[src/verilog/lane_init_defs.svh]
`ifndef LANE_INIT_DEFS_SVH
`define LANE_INIT_DEFS_SVH

// bus and counter widths
`define LI_CFG_DATA_W       32
`define LI_CFG_ADDR_W       8
`define LI_PAYLOAD_W        24
`define LI_SENT_CNT_W       6
`define LI_RECV_CNT_W       2

// cable property word in configuration space
`define LI_CABLE_PROP_ADDR  8'd18
`define LI_USB4_ID          8'h40
`define LI_CABLE_G4_BIT     21
`define LI_CABLE_G3_BIT     20

// partner generation bits in the AT response payload
`define LI_PEER_G4_BIT      18
`define LI_PEER_G3_BIT      13

// ordered sets sent and received per training phase
`define LI_G4_SENT          6'd16
`define LI_G4_RECV          2'd1
`define LI_SLOS_SENT        6'd2
`define LI_G23_RECV         2'd2
`define LI_G3_TS1_SENT      6'd16
`define LI_G2_TS1_SENT      6'd32
`define LI_G3_TS2_SENT      6'd8
`define LI_G2_TS2_SENT      6'd16

`endif

[src/verilog/lane_init_pkg.sv]
`default_nettype none

`include "lane_init_defs.svh"

package lane_init_pkg;

  typedef enum logic [3:0] {
    DISABLED           = 4'd0,
    CLD_CABLE_PROP     = 4'd1,
    CLD_DET_DEVICE     = 4'd2,
    CLD_PARAMETERS_1   = 4'd3,
    CLD_PARAMETERS_2   = 4'd4,
    CLD_CLK_SWITCH     = 4'd5,
    TRAINING_G4_TS1    = 4'd6,
    TRAINING_G4_TS2    = 4'd7,
    TRAINING_G4_TS3    = 4'd8,
    TRAINING_G4_TS4    = 4'd9,
    TRAINING_G23_SLOS1 = 4'd10,
    TRAINING_G23_SLOS2 = 4'd11,
    TRAINING_G23_TS1   = 4'd12,
    TRAINING_G23_TS2   = 4'd13,
    CL0                = 4'd14
  } lane_state_e;

  typedef enum logic [3:0] {
    OS_SLOS1   = 4'd0,
    OS_SLOS2   = 4'd1,
    OS_G23_TS1 = 4'd2,
    OS_G23_TS2 = 4'd3,
    OS_G4_TS1  = 4'd4,
    OS_G4_TS2  = 4'd5,
    OS_G4_TS3  = 4'd6,
    OS_G4_TS4  = 4'd7,
    OS_DATA    = 4'd8,   // transport layer data
    OS_ZEROS   = 4'd9
  } os_sel_e;

  typedef enum logic [1:0] {
    GEN4 = 2'd0,
    GEN3 = 2'd1,
    GEN2 = 2'd2
  } link_gen_e;

  typedef struct packed {
    os_sel_e lane0;
    os_sel_e lane1;
  } os_rx_t;

  typedef struct packed {
    logic                     valid;
    logic                     error;
    logic [`LI_PAYLOAD_W-1:0] payload;
  } at_rsp_t;

  // ordered set carried on the lanes in each state
  function automatic os_sel_e os_for_state(lane_state_e s);
    os_sel_e os;
    case (s)
      TRAINING_G4_TS1:    os = OS_G4_TS1;
      TRAINING_G4_TS2:    os = OS_G4_TS2;
      TRAINING_G4_TS3:    os = OS_G4_TS3;
      TRAINING_G4_TS4:    os = OS_G4_TS4;
      TRAINING_G23_SLOS1: os = OS_SLOS1;
      TRAINING_G23_SLOS2: os = OS_SLOS2;
      TRAINING_G23_TS1:   os = OS_G23_TS1;
      TRAINING_G23_TS2:   os = OS_G23_TS2;
      CL0:                os = OS_DATA;
      default:            os = OS_ZEROS;
    endcase
    return os;
  endfunction

endpackage

`default_nettype wire

[src/verilog/cable_prop_reader.sv]
`include "lane_init_defs.svh"

`default_nettype none

module cable_prop_reader
  import lane_init_pkg::*;
(
  input  wire                        fsm_clk,
  input  wire                        reset_n,
  input  wire lane_state_e           state_i,
  input  wire [`LI_CFG_DATA_W-1:0]   cfg_data_i,
  output logic                       cfg_rd_o,
  output logic [`LI_CFG_ADDR_W-1:0]  cfg_addr_o,
  output logic                       usb4_ok_o,
  output link_gen_e                  cable_gen_o
);

  logic in_prop;
  logic rd_issued;    // strobe already sent during this visit

  assign in_prop    = (state_i == CLD_CABLE_PROP);
  assign cfg_rd_o   = in_prop && !rd_issued;    // first cycle only
  assign cfg_addr_o = cfg_rd_o ? `LI_CABLE_PROP_ADDR : '0;

  always_ff @(posedge fsm_clk or negedge reset_n)
  begin
    if (!reset_n)
      rd_issued <= 1'b0;
    else
      rd_issued <= in_prop;
  end

  // read data is valid from the cycle after the strobe
  always_ff @(posedge fsm_clk or negedge reset_n)
  begin
    if (!reset_n)
    begin
      usb4_ok_o   <= 1'b0;
      cable_gen_o <= GEN4;
    end
    else if (state_i == DISABLED)
    begin
      usb4_ok_o   <= 1'b0;
      cable_gen_o <= GEN4;
    end
    else if (in_prop && rd_issued)
    begin
      usb4_ok_o <= (cfg_data_i[7:0] == `LI_USB4_ID);
      if (cfg_data_i[`LI_CABLE_G4_BIT])
        cable_gen_o <= GEN4;
      else if (cfg_data_i[`LI_CABLE_G3_BIT])
        cable_gen_o <= GEN3;
      else
        cable_gen_o <= GEN2;   // legacy cable
    end
  end

endmodule

`default_nettype wire

[src/verilog/lane_init_fsm.sv]
`default_nettype none

module lane_init_fsm
  import lane_init_pkg::*;
(
  input  wire               fsm_clk,
  input  wire               reset_n,
  input  wire               lane_disable_i,
  input  wire               disabled_min_i,
  input  wire               disconnect_rx_i,
  input  wire               training_timeout_i,
  input  wire               new_sym_i,
  input  wire               usb4_ok_i,
  input  wire               params_done_i,
  input  wire               phase_done_i,
  input  wire link_gen_e    gen_i,
  output lane_state_e       state_o,
  output os_sel_e           os_sel_o,
  output logic              disabled_o,
  output logic              training_o,
  output logic              cl0_o,
  output logic              sbtx_idle_o
);

  lane_state_e state_q;
  lane_state_e state_d;
  logic        in_training;

  assign in_training = (state_q >= TRAINING_G4_TS1) && (state_q <= TRAINING_G23_TS2);

  always_ff @(posedge fsm_clk or negedge reset_n)
  begin
    if (!reset_n)
      state_q <= DISABLED;
    else
      state_q <= state_d;
  end

  ////////////////////////// next-state logic ////////////////////////////////

  always_comb
  begin
    state_d = state_q;
    case (state_q)
      DISABLED:
        if (disabled_min_i)
          state_d = CLD_CABLE_PROP;    // minimum disabled time elapsed
      CLD_CABLE_PROP:
        if (usb4_ok_i)
          state_d = CLD_DET_DEVICE;
      CLD_DET_DEVICE:
        if (!disconnect_rx_i)
          state_d = CLD_PARAMETERS_1;  // far device present
      CLD_PARAMETERS_1:
        if (params_done_i)
          state_d = CLD_PARAMETERS_2;
      CLD_PARAMETERS_2:
        state_d = CLD_CLK_SWITCH;
      CLD_CLK_SWITCH:
        if (new_sym_i)
          state_d = (gen_i == GEN4) ? TRAINING_G4_TS1 : TRAINING_G23_SLOS1;
      TRAINING_G4_TS1:
        if (phase_done_i)
          state_d = TRAINING_G4_TS2;
      TRAINING_G4_TS2:
        if (phase_done_i)
          state_d = TRAINING_G4_TS3;
      TRAINING_G4_TS3:
        if (phase_done_i)
          state_d = TRAINING_G4_TS4;
      TRAINING_G4_TS4:
        if (phase_done_i && new_sym_i)
          state_d = CL0;
      TRAINING_G23_SLOS1:
        if (phase_done_i)
          state_d = TRAINING_G23_SLOS2;
      TRAINING_G23_SLOS2:
        if (phase_done_i && new_sym_i)
          state_d = TRAINING_G23_TS1;
      TRAINING_G23_TS1:
        if (phase_done_i && new_sym_i)
          state_d = TRAINING_G23_TS2;
      TRAINING_G23_TS2:
        if (phase_done_i && new_sym_i)
          state_d = CL0;
      CL0:
        state_d = CL0;                 // stays until disconnect or disable
      default:
        state_d = DISABLED;
    endcase

    // exits shared by groups of states, later ones win
    if (in_training && training_timeout_i)
      state_d = CLD_PARAMETERS_1;      // retrain from parameter exchange
    if (state_q >= CLD_PARAMETERS_1 && disconnect_rx_i)
      state_d = CLD_DET_DEVICE;
    if (lane_disable_i)
      state_d = DISABLED;
  end

  ////////////////////////// state decode ////////////////////////////////////

  assign state_o     = state_q;
  assign os_sel_o    = os_for_state(state_q);
  assign disabled_o  = (state_q == DISABLED);
  assign training_o  = in_training;
  assign cl0_o       = (state_q == CL0);
  assign sbtx_idle_o = (state_q == DISABLED) || (state_q == CLD_CABLE_PROP);

  // link is never reported as training and up at once
  assert property (@(posedge fsm_clk) disable iff (!reset_n)
    !(training_o && cl0_o));

endmodule

`default_nettype wire

[src/verilog/lane_init_top.sv]
`include "lane_init_defs.svh"

`default_nettype none

module lane_init_top
  import lane_init_pkg::*;
(
  input  wire                        fsm_clk,
  input  wire                        reset_n,
  input  wire                        lane_disable_i,
  input  wire                        disabled_min_i,
  input  wire                        disconnect_rx_i,
  input  wire                        training_timeout_i,
  input  wire                        new_sym_i,
  input  wire                        os_sent_i,
  input  wire os_rx_t                os_rx_i,
  input  wire at_rsp_t               at_rsp_i,
  input  wire                        sync_busy_i,
  input  wire [`LI_CFG_DATA_W-1:0]   cfg_data_i,
  output wire os_sel_e               os_sel_o,
  output wire link_gen_e             gen_speed_o,
  output wire                        disabled_o,
  output wire                        training_o,
  output wire                        cl0_o,
  output wire                        sbtx_idle_o,
  output wire                        at_req_o,
  output wire                        cfg_rd_o,
  output wire [`LI_CFG_ADDR_W-1:0]   cfg_addr_o
);

  lane_state_e fsm_state;
  link_gen_e   cable_gen;
  logic        usb4_ok;
  logic        params_done;
  logic        phase_done;

  cable_prop_reader u_cable_prop_reader (
    .fsm_clk     (fsm_clk),
    .reset_n     (reset_n),
    .state_i     (fsm_state),
    .cfg_data_i  (cfg_data_i),
    .cfg_rd_o    (cfg_rd_o),
    .cfg_addr_o  (cfg_addr_o),
    .usb4_ok_o   (usb4_ok),
    .cable_gen_o (cable_gen)
  );

  param_exchange u_param_exchange (
    .fsm_clk       (fsm_clk),
    .reset_n       (reset_n),
    .state_i       (fsm_state),
    .at_rsp_i      (at_rsp_i),
    .sync_busy_i   (sync_busy_i),
    .cable_gen_i   (cable_gen),
    .at_req_o      (at_req_o),
    .params_done_o (params_done),
    .gen_speed_o   (gen_speed_o)     // negotiated link generation
  );

  os_counter u_os_counter (
    .fsm_clk      (fsm_clk),
    .reset_n      (reset_n),
    .state_i      (fsm_state),
    .gen_i        (gen_speed_o),
    .os_sent_i    (os_sent_i),
    .os_rx_i      (os_rx_i),
    .phase_done_o (phase_done)
  );

  lane_init_fsm u_lane_init_fsm (
    .fsm_clk            (fsm_clk),
    .reset_n            (reset_n),
    .lane_disable_i     (lane_disable_i),
    .disabled_min_i     (disabled_min_i),
    .disconnect_rx_i    (disconnect_rx_i),
    .training_timeout_i (training_timeout_i),
    .new_sym_i          (new_sym_i),
    .usb4_ok_i          (usb4_ok),
    .params_done_i      (params_done),
    .phase_done_i       (phase_done),
    .gen_i              (gen_speed_o),
    .state_o            (fsm_state),
    .os_sel_o           (os_sel_o),
    .disabled_o         (disabled_o),
    .training_o         (training_o),
    .cl0_o              (cl0_o),
    .sbtx_idle_o        (sbtx_idle_o)
  );

endmodule

`default_nettype wire

[src/verilog/os_counter.sv]
`include "lane_init_defs.svh"

`default_nettype none

module os_counter
  import lane_init_pkg::*;
(
  input  wire               fsm_clk,
  input  wire               reset_n,
  input  wire lane_state_e  state_i,
  input  wire link_gen_e    gen_i,
  input  wire               os_sent_i,
  input  wire os_rx_t       os_rx_i,
  output logic              phase_done_o
);

  lane_state_e               prev_state;
  os_sel_e                   exp_os;
  logic                      training;
  logic                      changed;
  logic [`LI_SENT_CNT_W-1:0] sent_tgt;
  logic [`LI_SENT_CNT_W-1:0] sent_cnt;
  logic [`LI_RECV_CNT_W-1:0] recv_tgt;
  logic [`LI_RECV_CNT_W-1:0] rx0_cnt;
  logic [`LI_RECV_CNT_W-1:0] rx1_cnt;

  ////////////////////////// phase targets ///////////////////////////////////

  assign exp_os  = os_for_state(state_i);
  assign changed = (state_i != prev_state);

  always_comb
  begin
    training = 1'b1;
    sent_tgt = '0;
    recv_tgt = '0;
    case (state_i)
      TRAINING_G4_TS1, TRAINING_G4_TS2, TRAINING_G4_TS3, TRAINING_G4_TS4:
      begin
        sent_tgt = `LI_G4_SENT;
        recv_tgt = `LI_G4_RECV;
      end
      TRAINING_G23_SLOS1, TRAINING_G23_SLOS2:
      begin
        sent_tgt = `LI_SLOS_SENT;
        recv_tgt = `LI_G23_RECV;
      end
      TRAINING_G23_TS1:
      begin
        sent_tgt = (gen_i == GEN2) ? `LI_G2_TS1_SENT : `LI_G3_TS1_SENT;
        recv_tgt = `LI_G23_RECV;
      end
      TRAINING_G23_TS2:
      begin
        sent_tgt = (gen_i == GEN2) ? `LI_G2_TS2_SENT : `LI_G3_TS2_SENT;
        recv_tgt = `LI_G23_RECV;
      end
      default: training = 1'b0;
    endcase
  end

  ////////////////////////// saturating counters /////////////////////////////

  always_ff @(posedge fsm_clk or negedge reset_n)
  begin
    if (!reset_n)
    begin
      prev_state <= DISABLED;
      sent_cnt   <= '0;
      rx0_cnt    <= '0;
      rx1_cnt    <= '0;
    end
    else
    begin
      prev_state <= state_i;
      if (!training || changed)
      begin
        sent_cnt <= '0;   // fresh start for every phase
        rx0_cnt  <= '0;
        rx1_cnt  <= '0;
      end
      else
      begin
        if (os_sent_i && sent_cnt < sent_tgt)
          sent_cnt <= sent_cnt + 1'b1;
        if (os_rx_i.lane0 == exp_os && rx0_cnt < recv_tgt)
          rx0_cnt <= rx0_cnt + 1'b1;
        if (os_rx_i.lane1 == exp_os && rx1_cnt < recv_tgt)
          rx1_cnt <= rx1_cnt + 1'b1;
      end
    end
  end

  // counts left over from the previous phase are masked on its first cycle
  assign phase_done_o = training && !changed && (sent_cnt == sent_tgt) &&
                        (rx0_cnt == recv_tgt) && (rx1_cnt == recv_tgt);

  // once a phase has settled its counts never pass the phase targets
  assert property (@(posedge fsm_clk) disable iff (!reset_n)
    (training && !changed) |->
      (sent_cnt <= sent_tgt && rx0_cnt <= recv_tgt && rx1_cnt <= recv_tgt));

endmodule

`default_nettype wire

[src/verilog/param_exchange.sv]
`include "lane_init_defs.svh"

`default_nettype none

module param_exchange
  import lane_init_pkg::*;
(
  input  wire                fsm_clk,
  input  wire                reset_n,
  input  wire lane_state_e   state_i,
  input  wire at_rsp_t       at_rsp_i,
  input  wire                sync_busy_i,
  input  wire link_gen_e     cable_gen_i,
  output logic               at_req_o,
  output logic               params_done_o,
  output link_gen_e          gen_speed_o
);

  lane_state_e prev_state;
  logic        in_params;
  logic        rsp_ok;
  logic        rsp_err;
  logic        req_pend;     // request waiting for the synchronizer
  link_gen_e   peer_gen;
  link_gen_e   link_gen;

  assign in_params = (state_i == CLD_PARAMETERS_1);
  assign rsp_ok    = in_params && at_rsp_i.valid && !at_rsp_i.error;
  assign rsp_err   = in_params && at_rsp_i.valid && at_rsp_i.error;
  assign at_req_o  = req_pend && !sync_busy_i;

  always_comb
  begin
    if (at_rsp_i.payload[`LI_PEER_G4_BIT])
      peer_gen = GEN4;
    else if (at_rsp_i.payload[`LI_PEER_G3_BIT])
      peer_gen = GEN3;
    else
      peer_gen = GEN2;
  end

  // larger encoding is the slower generation
  assign link_gen = (peer_gen > cable_gen_i) ? peer_gen : cable_gen_i;

  always_ff @(posedge fsm_clk or negedge reset_n)
  begin
    if (!reset_n)
    begin
      prev_state    <= DISABLED;
      req_pend      <= 1'b0;
      params_done_o <= 1'b0;
      gen_speed_o   <= GEN4;
    end
    else
    begin
      prev_state    <= state_i;
      params_done_o <= rsp_ok;

      if (!in_params)
        req_pend <= 1'b0;
      else if (prev_state != CLD_PARAMETERS_1 || rsp_err)
        req_pend <= 1'b1;    // entry or retry
      else if (at_req_o)
        req_pend <= 1'b0;

      if (state_i == DISABLED)
        gen_speed_o <= GEN4;
      else if (rsp_ok)
        gen_speed_o <= link_gen;
    end
  end

  // a request held back by the synchronizer stays pending
  assert property (@(posedge fsm_clk) disable iff (!reset_n)
    (in_params && req_pend && sync_busy_i) |=> req_pend);

endmodule

`default_nettype wire
[config.mk]
export PLATFORM = sky130hd
export DESIGN_NAME = lane_init_top
export DESIGN_NICKNAME = d
export VERILOG_FILES = /design/src/verilog/lane_init_pkg.sv /design/src/verilog/cable_prop_reader.sv /design/src/verilog/lane_init_fsm.sv /design/src/verilog/lane_init_top.sv /design/src/verilog/os_counter.sv /design/src/verilog/param_exchange.sv
export VERILOG_INCLUDE_DIRS = /design/src /design/src/verilog
export SDC_FILE = /design/constraint.sdc
export NUM_CORES = 1
export LEC_CHECK = 0
export BUFFER_PORTS_ARGS = -buffer_cell sky130_fd_sc_hd__clkbuf_2
export CAP_MARGIN = 20
export CORE_MARGIN = 4
export CORE_UTILIZATION = 49
export CTS_BUF_LIST = sky130_fd_sc_hd__clkbuf_4 sky130_fd_sc_hd__clkbuf_8
export DETAILED_ROUTE_END_ITERATION = 12
export PLACE_DENSITY = 0.92
export RECOVER_POWER = 25
export SLEW_MARGIN = 25
export SYNTH_ARGS = -nofsm -noshare
export SYNTH_HDL_FRONTEND = slang
export SYNTH_SLANG_ARGS = --single-unit
[constraint.sdc]
create_clock -name fsm_clk -period 3.43 [get_ports fsm_clk]
set_input_delay 0.686 -clock fsm_clk [delete_from_list [all_inputs] [get_ports fsm_clk]]
set_output_delay 0.686 -clock fsm_clk [all_outputs]
set_load 0.02 [all_outputs]
==> results.cfg, run 1 <==
[timing]
setup_violations = 0
finalHoldViolCount = 0
fmax_mhz = 338
fin_crit_sh_pct = 86.3
clock_skew_ps = 7.35
grt_setup_unrepaired = false
maxSlewViolCount = 0
hold_ws_ps = 506
maxSlewHeadroom_pct = 6.70
finalCriticalPeriod_ps = 2960
worst_slew_pin_slew_ps = 1400
fin_tns_setup_ps = 0

[worst_setup_path]
cp_data_arrival_time_ps = 3110
ff2ff_path_depth = 9
cp_max_fo = 11
cp-start-kind = flop
path_class = reg2reg
worstSetupEndpointType = flop
cp_data_required_time_ps = 3580

[placement]
placed_cell_area_sq_um = 2290
routabilityCongestion = 0.821
hpwl_microns = 3690
placed_cells = 321
port_buffers = 44

[floorplanning]
ios = 95
initial_core_util_pct = 51.3
dieHeight_microns = 73.2
die_x_microns = 73.2
placementRows = 23
die_area_sq_um = 5350
core_sq_um = 4060

[synth]
ys_async_sr_fraction_pct = 100
syn_inst = 237
yosysSeqAreaShare_pct = 31.3
ys.flop_type = dfrtp_1
synth_cell_types = 62
synth-edff-count = 0
ys_ff_latch = 26
netlist_area_sq_um = 2080
yosysWarnings = 0
postSynthAreaPerCell_sq_um = 8.78

[cells_and_area]
stdcell_count = 325
final_nets = 363
final_cell_mix = clkbuf_2 (43), dfrtp_1 (26), nor2_1 (20)
multi_input_area_sq_um = 1270
final_area_sq_um = 2340
regArea_sq_um = 651
area.growth.synth_to_final_pct = 12.3
drive_gt1_share_pct = 22.9
n_fill_cell = 359
mostFrequentLayoutCell = clkbuf_2
antenna_cells = 0

[power_and_ir_drop]
total_power_mw = 1.01
vdd_ir_drop_max_v = 0.000254
power.density_nw_per_um2 = 434
leakage_nw = 1.07

[detailed_routing]
first_pass_iters = 5
drc = 0
drtAntennaViolNets = 0
wirelength_microns = 4750
via_per_inst = 5.76
post_drt_wl_per_cell_microns = 14.6
via_count = 1873
first_iter_violations = 167

[grt]
grtUsageMet3_pct = 1.24
grt_overflow = 0
top_usage_layer = met2
antenna_found_initial = 0
use_met1_pct = 24.2
use_met2_pct = 29.4
grt_max_degree = 32
grt_pass1_vias = 1786
grt_use_total_pct = 17.8
grt_pass1_wl_microns = 7670

[cts]
h-tree-depth = 1
cts_tree = yes
clkTransAtPathRegs_ps = 90
cts_setup_buffers = 0
clockBufferDepth = 2
cts.sinks = 26
cts-root-buf = clkbuf_8
clk_latency_ps = 270
numCtsBuffers = 3
ctsHoldBuffers = 0
cts_resized = 0

[run]
maxCapViolCount = 0

[worst_hold_path]
min_path_type = reg2reg
whs_path_depth = 1

[status]
outcome = finished, final reports clean
[flip-flops by register name, indices dropped and copies added (netlist names)]
| signal | count |
|---|---|
| u_cable_prop_reader.cable_gen_o | 2 |
| u_cable_prop_reader.rd_issued | 1 |
| u_cable_prop_reader.usb4_ok_o | 1 |
| u_lane_init_fsm.state_o | 4 |
| u_os_counter.prev_state | 4 |
| u_os_counter.rx0_cnt | 2 |
| u_os_counter.rx1_cnt | 2 |
| u_os_counter.sent_cnt | 6 |
| u_param_exchange.gen_speed_o | 2 |
| u_param_exchange.params_done_o | 1 |
| u_param_exchange.req_pend | 1 |
[synth_stat cells, types with 3 or more instances]
library cell / count / area share [%]
a21oi_1: 6 / 1.4
a31oi_1: 4 / 1.2
and2_1: 3 / 0.90
buf_2: 4 / 0.96
buf_4: 11 / 4.0
dfrtp_1: 26 / 31
ha_1: 12 / 7.2
inv_1: 12 / 2.2
nand2_1: 11 / 2.0
nand2b_1: 9 / 2.7
nand3_1: 5 / 1.2
nand3b_1: 4 / 1.4
nand4_1: 5 / 1.5
nand4b_1: 4 / 1.7
nor2_1: 20 / 3.6
nor2b_1: 6 / 1.8
nor3_1: 5 / 1.2
o211ai_1: 3 / 1.1
o21ai_0: 14 / 3.4
or2_2: 3 / 0.90
or3_1: 3 / 0.90
xnor2_1: 11 / 4.6
xor2_1: 5 / 2.1
[path summary, 6_finish.rpt]
check | start | end | slack, ps
worst min-delay path | u_os_counter.prev_state[0] | u_param_exchange.req_pend | 510
min in group asynchronous | reset_n | u_os_counter.rx1_cnt[1] | 720
worst min register to register | u_os_counter.prev_state[0] | u_param_exchange.req_pend | 510
max in group asynchronous | reset_n | u_cable_prop_reader.rd_issued | 1890
worst max register to register | u_lane_init_fsm.state_o[2] | u_lane_init_fsm.state_o[1] | 470
worst max-delay path | u_lane_init_fsm.state_o[2] | u_lane_init_fsm.state_o[1] | 470
[per-layer routing]
| metal | part of all wire, % | wire length, microns |
|---|---|---|
| met5 | 0 | 0 |
| met4 | 2.4 | 115 |
| met3 | 5.1 | 240 |
| met2 | 49 | 2310 |
| met1 | 44 | 2080 |
[critical path, stage by stage, from the launching register on]
cell	delay, ps
dfrtp_1	500
clkbuf_1	410
xor2_1	180
nand2_1	100
ha_1	330
nand2_1	70
or4_1	570
o2111ai_2	210
o211ai_2	160
mux2_4	310
[where the power goes]
group	switching [mW]	leakage [nW]	internal, mW
Clock	0.0947	0.0288	0.102
Sequential	0.0269	0.358	0.340
Combinational	0.279	0.680	0.170
[cell type report]
type,count,share of cell area [%]
flip-flops and latches,26,27.8
repair buffers,49,10.7
clock buffers,4,2.36
inverters,14,2.25
multi-input cells,182,54.2
well taps,50,2.68
[through the flow]
step	utilization [%]	worst slack (ps)
after floorplan	-	462
after global placement	56.5	688
after detailed placement	56.5	622
after CTS	57.8	610
after global routing	57.6	191
final	57.6	470
[kinds of logic (layout without fill, tap and decap cells)]
family | after synthesis | in the layout | synth area share (%)
XOR/XNOR | 17 | 17 | 8.06
other | 1 | 6 | 0.180
AO/OA/AOI/OAI | 56 | 56 | 19.2
adder cells (fa/ha/maj) | 12 | 12 | 7.22
flip-flops | 26 | 26 | 31.3
buffers and inverters | 34 | 67 | 8.72
multiplexers | 2 | 2 | 1.20
AND/OR/NAND/NOR | 89 | 89 | 24.1
(Power assumes the default switching activity.)
==> run 2: changes to the inputs <==
--- a/config.mk
+++ b/config.mk
@@ -6,7 +6,7 @@
 export SDC_FILE = /design/constraint.sdc
 export NUM_CORES = 1
 export LEC_CHECK = 0
-export BUFFER_PORTS_ARGS = -buffer_cell sky130_fd_sc_hd__clkbuf_2
+export BUFFER_PORTS_ARGS = -buffer_cell sky130_fd_sc_hd__buf_4
 export CAP_MARGIN = 20
 export CORE_MARGIN = 4
 export CORE_UTILIZATION = 49
==> results.cfg, run 2 (synthesis results as in run 1) <==
[detailed_routing]
via_per_inst = 5.62
first_iter_violations = 156
wirelength_microns = 4570
post_drt_wl_per_cell_microns = 14.1
drc = 0
drtAntennaViolNets = 0
via_count = 1816
first_pass_iters = 4

[placement]
placed_cells = 320
placed_cell_area_sq_um = 2390
routabilityCongestion = 0.839
port_buffers = 44
hpwl_microns = 3490

[cells_and_area]
drive_gt1_share_pct = 23.1
final_area_sq_um = 2430
final_nets = 362
n_fill_cell = 356
largest_reg_flops = 6
final_cell_mix = buf_4 (47), dfrtp_1 (26), nor2_1 (20)
regMostFlops = u_os_counter.sent_cnt
regArea_sq_um = 651
area.growth.synth_to_final_pct = 16.8
stdcell_count = 323
multi_input_area_sq_um = 1270
antenna_cells = 0
mostFrequentLayoutCell = buf_4

[power_and_ir_drop]
power.density_nw_per_um2 = 417
total_power_mw = 1.01
leakage_nw = 1.09
vdd_ir_drop_max_v = 0.000261

[cts]
clkTransAtPathRegs_ps = 90
cts-root-buf = clkbuf_8
cts_tree = yes
h-tree-depth = 1
clk_latency_ps = 270
cts_setup_buffers = 0
ctsHoldBuffers = 0
cts_resized = 0
numCtsBuffers = 3
cts.sinks = 26
clockBufferDepth = 2

[floorplanning]
placementRows = 23
initial_core_util_pct = 51.3
core_sq_um = 4060
ios = 95
die_x_microns = 73.2
dieHeight_microns = 73.2
die_area_sq_um = 5350

[grt]
grt_pass1_vias = 1805
antenna_found_initial = 0
grt_max_degree = 32
grt_pass1_wl_microns = 7710
grt_overflow = 0
grt_use_total_pct = 18.0

[worst_hold_path]
min_path_type = reg2reg
min-delay-start = u_os_counter.prev_state[0]

[timing]
grt_setup_unrepaired = false
finalCriticalPeriod_ps = 2800
fmax_mhz = 357
maxSlewViolCount = 0
hold_ws_ps = 516
setup_violations = 0
fin_tns_setup_ps = 0
maxSlewHeadroom_pct = 7.26
fin_crit_sh_pct = 81.6
worst_slew_pin_slew_ps = 1390
clock_skew_ps = 2.97
finalHoldViolCount = 0

[run]
maxCapViolCount = 0

[worst_setup_path]
crit_family = simple AND/OR/NAND/NOR gates
cp_data_required_time_ps = 3590
cp-startpoint = u_param_exchange.gen_speed_o[0]
reg2reg_from = u_param_exchange.gen_speed_o[0]
slowest_delay_ps = 530
path_class = reg2reg
cp-start-kind = flop
worstPathCellList = nand2b_1, and2_1, o21ai_0, a2bb2oi_1, ha_1, nand3_1, or4_1, o2111ai_2, o211ai_2, mux2_4
cp_data_arrival_time_ps = 2960
critPathSlowestCell = or4_1
worstSetupEndpointType = flop
cp_max_fo = 5
path_buf_inv = 0

[status]
outcome = finished, final reports clean
## run 2: cell type report
type	count	area share, %
Sequential cell	26	26.8
Tap cell	50	2.57
Multi-Input combinational cell	182	52.1
Timing Repair Buffer	48	14.7
Clock buffer	3	1.70
Inverter	14	2.16
## run 2: metal layers
layer  routed length (microns)  track usage [%]
met3                       138             1.52
met4                        84             6.35
met1                      2100             23.0
met5                         0                0
met2                      2250             31.6
## run 2: through the flow
step                      worst slack, ps  utilization [%]
after floorplan                       462                -
after global placement                691             59.0
after detailed placement              637             59.0
after CTS                             619             60.0
after global routing                  427             59.9
final                                 630             59.9
## run 2: path summary, 6_finish.rpt
check	endpoint	slack, ps	cells after the start
max	u_lane_init_fsm.state_o[1]	630	10
min	u_param_exchange.req_pend	520	1
max reg2reg	u_lane_init_fsm.state_o[1]	630	10
min reg2reg	u_param_exchange.req_pend	520	1
max in group asynchronous	u_cable_prop_reader.cable_gen_o[0]	1900	1
min in group asynchronous	u_os_counter.rx1_cnt[1]	720	1
## run 2: power by group
part / internal (mW) / switching [mW] / total [mW]
combinational: 0.200 / 0.275 / 0.475
sequential: 0.340 / 0.0289 / 0.369
clock: 0.0787 / 0.0910 / 0.170
==> run 3: changes to the inputs <==
==> constraint.sdc (replaced) <==
create_clock -name fsm_clk -period 2.9 [get_ports fsm_clk]
set_input_delay 0.58 -clock fsm_clk [delete_from_list [all_inputs] [get_ports fsm_clk]]
set_output_delay 0.58 -clock fsm_clk [all_outputs]
set_load 0.02 [all_outputs]
==> results.cfg, run 3 (synthesis results as in run 1) <==
[timing]
setup_violations = 0
maxSlewHeadroom_pct = 6.82
finalCriticalPeriod_ps = 2820
maxSlewViolCount = 0
worst_slack_ps = 84.5
worst_slew_pin_slew_ps = 1400
finalHoldViolCount = 0
fmax_mhz = 355
fin_crit_sh_pct = 97.1
fin_tns_setup_ps = 0
clock_skew_ps = 2.34

[power_and_ir_drop]
combPwrFrac_pct = 44.6
clock_power_share_pct = 22.8
switching_power_mw = 0.506
vdd_ir_drop_max_v = 0.000245
leakage_nw = 1.15
swShare_pct = 37.6
power.density_nw_per_um2 = 532
p_int_mw = 0.838
p_seq_share_pct = 32.6

[cts]
h-tree-depth = 1
clkTransAtPathRegs_ps = 100
numCtsBuffers = 3
clockBufferDepth = 2
ctsHoldBuffers = 0
cts.sinks = 26
cts-root-buf = clkbuf_8
clk_latency_ps = 270
cts_tree = yes

[placement]
placed_cell_area_sq_um = 2420
hpwl_microns = 3600
routabilityCongestion = 0.814
port_buffers = 44
pre_cts_ws_ps = 45.8

[worst_setup_path]
cp_max_fo = 5
cp-start-kind = flop
rrSetupSlack_ps = 80
crit_family = simple AND/OR/NAND/NOR gates
critPathSlowestCell = or4_4
path_buf_inv = 1
worstPathCellList = or2b_2, clkinv_1, nand3_1, ha_1, nand3_1, or4_4, o2111ai_2, o211ai_2, mux2_4
worstSetupEndpointType = flop
critPathMostFrequentCell = nand3_1
cp_data_arrival_time_ps = 2980
path_class = reg2reg
cp_data_required_time_ps = 3060
slowest_delay_ps = 530

[grt]
grt_max_degree = 32
grt_pass1_wl_microns = 8310
grt_pass1_vias = 1902
grt_use_total_pct = 19.6
grt_overflow = 0
antenna_found_initial = 0

[cells_and_area]
final_cell_mix = buf_4 (55), dfrtp_1 (26), nor2_1 (20)
antenna_cells = 0
multi_input_area_sq_um = 1270
final_nets = 370
final_area_sq_um = 2520
regArea_sq_um = 651
area.growth.synth_to_final_pct = 21.3
regMostFlops = u_os_counter.sent_cnt
largest_reg_flops = 6
n_fill_cell = 347
mostFrequentLayoutCell = buf_4
drive_gt1_share_pct = 25.9

[detailed_routing]
via_count = 1931
drc = 0
first_iter_violations = 168
wirelength_microns = 5050
first_pass_iters = 5
post_drt_wl_per_cell_microns = 15.2
drtAntennaViolNets = 0
via_per_inst = 5.82

[floorplanning]
die_area_sq_um = 5350
die_x_microns = 73.2
core_sq_um = 4060
ios = 95
initial_core_util_pct = 51.3
placementRows = 23
dieHeight_microns = 73.2

[status]
outcome = finished, final reports clean

[worst_hold_path]
min_path_type = reg2reg

[run]
maxCapViolCount = 0
[run 3: cell types whose count changed in the layout (fill, tap and decap cells not counted), sizes merged]
cell and change:
buf +8, bufinv +1
[run 3: stage by stage]
| stage | power (mW) | hold slack [ps] | util (%) | instances |
|---|---|---|---|---|
| global route | 1.42 | 540 | 62.2 | 332 |
| global placement | 0.996 | 484 | 59.7 | 324 |
| detailed placement | 1.01 | 499 | 59.7 | 324 |
| CTS | 1.32 | 204 | 61.5 | 328 |
| floorplan | 0.862 | 284 | - | 242 |
| finish | 1.34 | 517 | 62.2 | 332 |
[run 3: cell type report]
cell class | instances | area share (%)
clock inverter | 1 | 1.19
sequential | 26 | 25.8
clock buffer | 3 | 1.64
multi-input combinational | 182 | 50.3
tap | 50 | 2.48
inverter | 14 | 2.08
timing repair buffer | 56 | 16.5
[run 3: final timing paths]
| check | startpoint | to | cells after the start |
|---|---|---|---|
| setup / recovery | u_lane_init_fsm.state_o[1] | u_lane_init_fsm.state_o[1] | 9 |
| hold / removal | u_os_counter.prev_state[0] | u_param_exchange.req_pend | 1 |
| setup reg to reg | u_lane_init_fsm.state_o[1] | u_lane_init_fsm.state_o[1] | 9 |
| hold reg to reg | u_os_counter.prev_state[0] | u_param_exchange.req_pend | 1 |
| max in group asynchronous | reset_n | u_param_exchange.params_done_o | 1 |
| min in group asynchronous | reset_n | u_os_counter.rx1_cnt[1] | 1 |
[run 3: timing repair]
action / 4_1_cts / 5_1_grt
setup buffers: 0 / 4
gates resized for setup: 1 / 2
pin swaps: 0 / 1
endpoints found under the setup margin: 1 / 3
[run 3: power groups by stage]
stage | registers [mW] | clock network, mW | logic (mW)
final | 0.437 | 0.307 | 0.599
after global routing | 0.443 | 0.321 | 0.657
after CTS | 0.437 | 0.307 | 0.577
after detailed placement | 0.443 | 0 | 0.571
after global placement | 0.439 | 0 | 0.557
after floorplan | 0.434 | 0 | 0.428
[run 3: per-layer routing]
metal	track usage, %	up-vias	wire length [microns]
li1	-	927	-
met1	24.3	916	2090
met2	33.8	73	2540
met3	2.34	15	280
met4	8.40	0	144
met5	0	-	0
